**config.mk**
```make
export PLATFORM = sky130hd
export DESIGN_NAME = mdu_top
export DESIGN_NICKNAME = d
export VERILOG_FILES = /design/src/hw/mdu_op_pkg.sv /design/src/hw/mdu_ctrl_pkg.sv /design/src/hw/mdu_ctrl_fsm.sv /design/src/hw/mdu_iter_counter.sv /design/src/hw/mdu_multiplier.sv /design/src/hw/mdu_divider.sv /design/src/hw/mdu_top.sv
export SDC_FILE = /design/constraint.sdc
export NUM_CORES = 2
export LEC_CHECK = 0
export ABC_AREA = 1
export BUFFER_PORTS_ARGS = -buffer_cell sky130_fd_sc_hd__buf_2
export CORE_UTILIZATION = 40
export DETAILED_ROUTE_END_ITERATION = 8
export GPL_TIMING_DRIVEN = 0
export HOLD_SLACK_MARGIN = 0.08
export SETUP_SLACK_MARGIN = 0.05
export SYNTH_ARGS = -nofsm -noshare
export SYNTH_HDL_FRONTEND = slang
export SYNTH_SLANG_ARGS = --single-unit
export TNS_END_PERCENT = 30
```
**constraint.sdc**
```tcl
create_clock -name clk -period 13.4 [get_ports clk]
set_input_delay 0.67 -clock clk [delete_from_list [all_inputs] [get_ports clk]]
set_output_delay 0.67 -clock clk [all_outputs]
set_load 0.01 [all_outputs]
```
**src/hw/mdu_op_pkg.sv**
```systemverilog
package mdu_op_pkg;

    typedef logic [31:0] word_t;   // Operand or result word.
    typedef logic [7:0]  tag_t;    // Decode tag, returned with the result.
    typedef logic [2:0]  op_t;

    // **************************************************
    // Operation codes
    // Bit 2 set means divide class.
    // Bit 0 set within the divide class means unsigned.
    // **************************************************
    localparam op_t OP_MUL   = 3'd0;   // Low word of signed product.
    localparam op_t OP_MULH  = 3'd1;   // High word, signed x signed.
    localparam op_t OP_MULHU = 3'd2;   // High word, unsigned x unsigned.

    localparam op_t OP_DIV   = 3'd4;
    localparam op_t OP_DIVU  = 3'd5;
    localparam op_t OP_MOD   = 3'd6;
    localparam op_t OP_MODU  = 3'd7;

    // Code 3'd3 is not used.

endpackage

```
**src/hw/mdu_ctrl_pkg.sv**
```systemverilog
package mdu_ctrl_pkg;

    typedef logic [5:0] cnt_t;   // Iteration counter value.

    localparam cnt_t MUL_STAGES = 6'd2;    // Multiplier pipeline cycles.
    localparam cnt_t DIV_STEPS  = 6'd32;   // One quotient bit per step.

    // **************************************************
    // Controller states
    // **************************************************
    typedef enum logic [2:0] {
        ST_IDLE,   // Waiting for a request.
        ST_MUL,    // Multiplier pipeline running.
        ST_DIV,    // Divider iterating.
        ST_FIX,    // Sign correction of the divide result.
        ST_DONE    // Result held until taken.
    } ctrl_state_t;

endpackage

```
**src/hw/mdu_ctrl_fsm.sv**
```systemverilog
`timescale 1ns/1ps

module mdu_ctrl_fsm (
    input  logic               clk,
    input  logic               arst_n_i,
    input  logic               flush_i,
    input  logic               valid_i,
    input  logic               ready_i,
    input  mdu_op_pkg::op_t    op_i,
    input  logic               cnt_zero_i,
    output logic               ready_o,
    output logic               valid_o,
    output logic               mul_start_o,
    output logic               div_start_o,
    output logic               div_step_o,
    output logic               div_fix_o,
    output logic               cnt_load_o,
    output logic               res_sel_o,
    output mdu_ctrl_pkg::cnt_t cnt_val_o
);

    import mdu_ctrl_pkg::*;

    ctrl_state_t state_q;
    ctrl_state_t state_d;
    logic        accept;
    logic        is_div;
    logic        res_sel_q;   // 1 selects the divider.

    assign accept    = valid_i && ready_o && !flush_i;
    assign is_div    = op_i[2];
    assign ready_o   = (state_q == ST_IDLE);
    assign valid_o   = (state_q == ST_DONE);
    assign res_sel_o = res_sel_q;
    // Divide keeps one spare ST_DIV cycle after its last step.
    assign cnt_val_o = is_div ? DIV_STEPS : cnt_t'(MUL_STAGES - 1);

    always_comb begin
        state_d     = state_q;
        mul_start_o = 1'b0;
        div_start_o = 1'b0;
        div_step_o  = 1'b0;
        div_fix_o   = 1'b0;
        cnt_load_o  = 1'b0;
        case (state_q)
            ST_IDLE: begin
                if (accept) begin
                    cnt_load_o  = 1'b1;
                    mul_start_o = !is_div;
                    div_start_o = is_div;
                    state_d     = is_div ? ST_DIV : ST_MUL;
                end
            end
            ST_MUL: begin
                if (cnt_zero_i) begin
                    state_d = ST_DONE;
                end
            end
            ST_DIV: begin
                div_step_o = !cnt_zero_i;
                if (cnt_zero_i) begin
                    state_d = ST_FIX;
                end
            end
            ST_FIX: begin
                div_fix_o = 1'b1;
                state_d   = ST_DONE;
            end
            ST_DONE: begin
                if (ready_i) begin
                    state_d = ST_IDLE;
                end
            end
            default: state_d = ST_IDLE;
        endcase
        if (flush_i) begin
            state_d = ST_IDLE;   // Drop whatever is in flight.
        end
    end

    always_ff @(posedge clk or negedge arst_n_i) begin
        if (!arst_n_i) begin
            state_q   <= ST_IDLE;
            res_sel_q <= 1'b0;
        end else begin
            state_q <= state_d;
            if (accept) begin
                res_sel_q <= is_div;
            end
        end
    end

    // **************************************************
    // Assertions
    // **************************************************
    a_no_valid_with_ready: assert property (@(posedge clk) disable iff (!arst_n_i)
        !(valid_o && ready_o));

    a_single_start: assert property (@(posedge clk) disable iff (!arst_n_i)
        !(mul_start_o && div_start_o));

endmodule

```
**src/hw/mdu_iter_counter.sv**
```systemverilog
`timescale 1ns/1ps

module mdu_iter_counter (
    input  logic               clk,
    input  logic               arst_n_i,
    input  logic               load_i,
    input  mdu_ctrl_pkg::cnt_t load_val_i,
    output logic               zero_o
);

    import mdu_ctrl_pkg::*;

    cnt_t cnt_q;

    // Down-counter, sticks at zero until the next load.
    always_ff @(posedge clk or negedge arst_n_i) begin
        if (!arst_n_i) begin
            cnt_q <= '0;
        end else if (load_i) begin
            cnt_q <= load_val_i;
        end else if (cnt_q != '0) begin
            cnt_q <= cnt_q - 6'd1;
        end
    end

    assign zero_o = (cnt_q == '0);

    // Longest phase is the divide with its spare cycle.
    a_cnt_in_range: assert property (@(posedge clk) disable iff (!arst_n_i)
        load_i |=> (cnt_q <= DIV_STEPS));

endmodule

```
**src/hw/mdu_multiplier.sv**
```systemverilog
`timescale 1ns/1ps

module mdu_multiplier (
    input  logic              clk,
    input  logic              arst_n_i,
    input  logic              start_i,
    input  mdu_op_pkg::op_t   op_i,
    input  mdu_op_pkg::word_t a_i,
    input  mdu_op_pkg::word_t b_i,
    output mdu_op_pkg::word_t res_o
);

    import mdu_op_pkg::*;

    logic               ext_sign;
    logic signed [32:0] a_ext;
    logic signed [32:0] b_ext;
    logic signed [32:0] a_q;
    logic signed [32:0] b_q;
    op_t                op_q;
    logic               v1_q;      // Stage 1 holds a live operation.
    logic signed [65:0] prod;
    word_t              res_q;

    // MULHU takes both operands as unsigned.
    assign ext_sign = (op_i != OP_MULHU);
    assign a_ext    = {ext_sign & a_i[31], a_i};
    assign b_ext    = {ext_sign & b_i[31], b_i};

    // **************************************************
    // Stage 1, extended operands
    // **************************************************
    always_ff @(posedge clk) begin
        if (start_i) begin
            a_q  <= a_ext;
            b_q  <= b_ext;
            op_q <= op_i;
        end
    end

    assign prod = a_q * b_q;

    // **************************************************
    // Stage 2, product word
    // **************************************************
    always_ff @(posedge clk or negedge arst_n_i) begin
        if (!arst_n_i) begin
            v1_q  <= 1'b0;
            res_q <= '0;
        end else begin
            v1_q <= start_i;
            if (v1_q) begin
                res_q <= (op_q == OP_MULH || op_q == OP_MULHU) ? prod[63:32] : prod[31:0];
            end
        end
    end

    assign res_o = res_q;

endmodule

```
**src/hw/mdu_divider.sv**
```systemverilog
`timescale 1ns/1ps

module mdu_divider (
    input  logic              clk,
    input  logic              arst_n_i,
    input  logic              start_i,
    input  logic              step_i,
    input  logic              fix_i,
    input  mdu_op_pkg::op_t   op_i,
    input  mdu_op_pkg::word_t a_i,
    input  mdu_op_pkg::word_t b_i,
    output mdu_op_pkg::word_t res_o
);

    import mdu_op_pkg::*;

    logic        is_signed;
    logic        a_neg;
    logic        b_neg;
    word_t       a_mag;
    word_t       b_mag;
    // Iteration state.
    word_t       quo_q;    // Dividend shifts out, quotient shifts in.
    word_t       rem_q;
    word_t       dvs_q;
    logic [32:0] shifted;
    logic [33:0] trial;
    // Captured at start for the fix cycle.
    word_t       a_q;
    logic        neg_quo_q;
    logic        neg_rem_q;
    logic        rem_sel_q;
    logic        div0_q;
    logic        ovf_q;
    word_t       quo_fix;
    word_t       rem_fix;
    word_t       res_q;

    assign is_signed = (op_i == OP_DIV || op_i == OP_MOD);
    assign a_neg     = is_signed & a_i[31];
    assign b_neg     = is_signed & b_i[31];
    assign a_mag     = a_neg ? (~a_i + 32'd1) : a_i;
    assign b_mag     = b_neg ? (~b_i + 32'd1) : b_i;

    // Trial subtraction; no borrow means quotient bit 1.
    assign shifted = {rem_q, quo_q[31]};
    assign trial   = {1'b0, shifted} - {2'b00, dvs_q};

    always_ff @(posedge clk) begin
        if (start_i) begin
            quo_q     <= a_mag;
            rem_q     <= '0;
            dvs_q     <= b_mag;
            a_q       <= a_i;
            neg_quo_q <= a_neg ^ b_neg;
            neg_rem_q <= a_neg;   // Remainder follows the dividend.
            rem_sel_q <= (op_i == OP_MOD || op_i == OP_MODU);
            div0_q    <= (b_i == '0);
            ovf_q     <= is_signed && (a_i == 32'h8000_0000) && (b_i == 32'hffff_ffff);
        end else if (step_i) begin
            if (!trial[33]) begin
                rem_q <= trial[31:0];
                quo_q <= {quo_q[30:0], 1'b1};
            end else begin
                rem_q <= shifted[31:0];
                quo_q <= {quo_q[30:0], 1'b0};
            end
        end
    end

    // **************************************************
    // Sign correction and special cases
    // **************************************************
    always_comb begin
        quo_fix = neg_quo_q ? (~quo_q + 32'd1) : quo_q;
        rem_fix = neg_rem_q ? (~rem_q + 32'd1) : rem_q;
        if (div0_q) begin
            quo_fix = '1;
            rem_fix = a_q;
        end else if (ovf_q) begin
            quo_fix = a_q;
            rem_fix = '0;
        end
    end

    always_ff @(posedge clk or negedge arst_n_i) begin
        if (!arst_n_i) begin
            res_q <= '0;
        end else if (fix_i) begin
            res_q <= rem_sel_q ? rem_fix : quo_fix;
        end
    end

    assign res_o = res_q;

    a_no_step_on_start: assert property (@(posedge clk) disable iff (!arst_n_i)
        !(step_i && start_i));

endmodule

```
**src/hw/mdu_top.sv**
```systemverilog
`timescale 1ns/1ps

module mdu_top (
    input  logic              clk,
    input  logic              arst_n_i,
    input  logic              flush_i,
    input  logic              valid_i,
    input  logic              ready_i,
    input  mdu_op_pkg::op_t   op_i,
    input  mdu_op_pkg::word_t a_i,
    input  mdu_op_pkg::word_t b_i,
    input  mdu_op_pkg::tag_t  tag_i,
    output logic              ready_o,
    output logic              valid_o,
    output mdu_op_pkg::word_t res_o,
    output mdu_op_pkg::tag_t  tag_o
);

    import mdu_op_pkg::*;
    import mdu_ctrl_pkg::*;

    logic  mul_start;
    logic  div_start;
    logic  div_step;
    logic  div_fix;
    logic  cnt_load;
    logic  cnt_zero;
    logic  res_sel;
    cnt_t  cnt_val;
    word_t mul_res;
    word_t div_res;
    tag_t  tag_q;

    mdu_ctrl_fsm i_mdu_ctrl_fsm (
        .clk         (clk),
        .arst_n_i    (arst_n_i),
        .flush_i     (flush_i),
        .valid_i     (valid_i),
        .ready_i     (ready_i),
        .op_i        (op_i),
        .cnt_zero_i  (cnt_zero),
        .ready_o     (ready_o),
        .valid_o     (valid_o),
        .mul_start_o (mul_start),
        .div_start_o (div_start),
        .div_step_o  (div_step),
        .div_fix_o   (div_fix),
        .cnt_load_o  (cnt_load),
        .res_sel_o   (res_sel),
        .cnt_val_o   (cnt_val)
    );

    mdu_iter_counter i_mdu_iter_counter (
        .clk        (clk),
        .arst_n_i   (arst_n_i),
        .load_i     (cnt_load),
        .load_val_i (cnt_val),
        .zero_o     (cnt_zero)
    );

    mdu_multiplier i_mdu_multiplier (
        .clk      (clk),
        .arst_n_i (arst_n_i),
        .start_i  (mul_start),
        .op_i     (op_i),
        .a_i      (a_i),
        .b_i      (b_i),
        .res_o    (mul_res)
    );

    mdu_divider i_mdu_divider (
        .clk      (clk),
        .arst_n_i (arst_n_i),
        .start_i  (div_start),
        .step_i   (div_step),
        .fix_i    (div_fix),
        .op_i     (op_i),
        .a_i      (a_i),
        .b_i      (b_i),
        .res_o    (div_res)
    );

    // Tag rides alongside the accepted operation.
    always_ff @(posedge clk or negedge arst_n_i) begin
        if (!arst_n_i) begin
            tag_q <= '0;
        end else if (valid_i && ready_o && !flush_i) begin
            tag_q <= tag_i;
        end
    end

    assign tag_o = tag_q;
    assign res_o = res_sel ? div_res : mul_res;

endmodule

```
==> impl_metrics.ini <==
[final_layout]
layout_commonest_cell = inv_1
nNetsFinal = 9157
instances_no_fill = 9628
fillCellCount = 15100
area_growth_pct = 7.12
layout-drive-gt1-share = 0.0346
final_core_util = 0.432
most-common-layout-cells = 2021 x inv_1, 1997 x nand2_1, 1125 x fa_1

[sta]
max_freq_mhz = 104
post-route-period-util = 0.719
final_max_slew_viol_count = 0
rsz0062_at_grt = false
tightest_slew_ps = 1370
finalCriticalPeriod_ps = 9640
finalHoldViolations = 0
skew_ps = 16.2
setup_viol = 0
relSlewSlack = 0.0864
tns_ps = 0
worst_hold_slack_ps = 266

[logic_synthesis]
syn-num-nets = 9001
synth_seq_cells = 285
synth-main-ff-cell = edfxtp_1
yosys-top-cells-area = fa_1 39%, inv_1 13%, nand2_1 13%
synth-seq-area-share = 0.135
synth_top_cell_by_area = fa_1
avgSynthCellArea_um2 = 7.68
yosysUniqueCellTypes = 61
synthCells = 7544
synthArstFlopShare = 0.291
netlist_area_um2 = 57900
synth_edf_count = 170
yosysWarnings = 0
synth.top_cell.area_share = 0.389

[setup_path]
crit_type = flop to flop
crit_start = i_mdu_multiplier.b_q[14]
reg2regPathDepth = 27
worstSetupEndpoint = i_mdu_multiplier.res_o[31]
crit_required_ps = 13930
crit_arrival_ps = 10170
r2r_start = i_mdu_multiplier.b_q[14]
start_kind = flop
r2r-end = i_mdu_multiplier.res_o[31]
cp-end-kind = flop
rrSetupSlack_ps = 3760
crit_fanout = 10

[place]
gp_congestion = 1.06
dp_cells = 9572
dp_hpwl_um = 205000
io_buffers = 121

[routing]
drc = 0
drt_iter0_drc = 4837
viasPerCell = 5.20
wl_per_cell_um = 24.6
wl_met1_um = 92600
wl_met2_um = 110000
highest_layer = met5
first_pass_iters = 6
dr_total_vias = 50100
wirelength_um = 237000
antenna_left = 0
met3WireLength_um = 18600

[clock_tree]
cts_setup_buffers = 0
cts_tree = built
cts_root_buffer = clkbuf_16
htreeDepth = 1
cts_sinks = 285
ctsResizeCount = 0
clkTransAtPathRegs_ps = 70
numCtsBuffers = 28
cts_max_path_buffers = 3
cts_hold_buf = 1
worstSkewPairLatency_ps = 610

[global_routing]
grt.overflow.total = 0
grtUsageTotal = 0.329
grt_max_degree = 71
antenna_found_initial = 13
grt_pass1_wl_um = 348000
grt_pass1_vias = 51800

[min_path]
hold_depth = 3
min_path_type = input pin to flop

[die]
start_util = 0.403
die_h_um = 383
die_w_um = 383
io_pins = 122
dieArea_um2 = 146000
fp-row-count = 139
core-area_um2 = 144000

[run]
maxCapViolations = 0

[outcome]
status = completed
## cell type report
class	instances	area, um^2	area share
Timing Repair Buffer	126	713	0.0115
Clock buffer	33	751	0.0121
Buffer	339	1340	0.0215
Multi-Input combinational cell	4880	41100	0.663
Sequential cell	285	7820	0.126
Antenna cell	3	7.51	0.000121
Clock inverter	19	255	0.00411
Inverter	2040	7660	0.123
Tap cell	1903	2380	0.0384
## registers in the layout (all words and copies together), names as in the netlist, 3 cells and up
name	flops
i_mdu_multiplier.a_q	33
i_mdu_multiplier.b_q	33
i_mdu_divider.a_q	32
i_mdu_divider.dvs_q	32
i_mdu_divider.quo_q	32
i_mdu_divider.rem_q	32
i_mdu_divider.res_o	32
i_mdu_multiplier.res_o	32
tag_o	8
i_mdu_iter_counter.cnt_q	6
i_mdu_ctrl_fsm.state_q	3
i_mdu_multiplier.op_q	3
## synthesized netlist by cell type, types with 40 or more instances
| cell type | count |
|---|---|
| inv_1 | 2021 |
| nand2_1 | 1997 |
| fa_1 | 1126 |
| nor2_1 | 412 |
| clkbuf_1 | 315 |
| nand3_1 | 277 |
| ha_1 | 251 |
| a21oi_1 | 217 |
| o21ai_0 | 203 |
| edfxtp_1 | 170 |
| dfrtp_1 | 83 |
| nand4_1 | 66 |
| xor2_1 | 52 |
| nor3_1 | 40 |
## per-layer routing
layer	up-vias	GRT usage
li1	22300	-
met1	25000	0.417
met2	2283	0.543
met3	535	0.0433
met4	2	0.182
met5	-	0
## stage by stage
stage	cell area (um^2)	setup slack [ps]
detailed placement	61000	3940
global route	62100	3500
floorplan	57900	6190
CTS	62100	3880
finish	62100	3760
global placement	60900	3920
## kinds of logic (layout without fill, tap and decap cells)
group | Yosys count | count (layout) | synth area share
buf+inv | 2379 | 2557 | 0.155
compound gates | 558 | 558 | 0.0539
flops | 285 | 285 | 0.135
other cells | 0 | 3 | 0
xor+xnor | 80 | 80 | 0.0121
fa+ha+maj | 1377 | 1377 | 0.443
simple gates | 2865 | 2865 | 0.201
## worst min-delay path by stage
stage / start / slack, ps / end
3_5_place_dp: tag_o[3] / 450 / tag_o[3]
4_1_cts: tag_i[6] / 250 / tag_o[6]
2_1_floorplan: arst_n_i / 370 / i_mdu_ctrl_fsm.res_sel_o
3_3_place_gp: tag_o[3] / 450 / tag_o[3]
5_1_grt: tag_i[7] / 280 / tag_o[7]
6_report: tag_i[0] / 270 / tag_o[0]
## critical path, cell delays in order, from the launching register on
cell and delay [ps]:
edfxtp_1 330, clkbuf_1 840, clkbuf_1 930, nand2_1 150, fa_1 520, fa_1 880, inv_1 200, fa_1 790
inv_1 260, fa_1 510, fa_1 560, inv_1 50, fa_1 510, inv_1 60, fa_1 460, fa_1 580
inv_1 60, ha_1 440, nand2_1 140, nor2_1 180, nand2_1 160, nor4_1 200, nand2_1 100, nand2_1 180
inv_1 60, nand2_1 60, nand3_1 120, a21oi_1 200
Power is left out: the tool's default activity adds up to more than one toggle a clock period on the data nets, which glitch-free logic cannot reach.
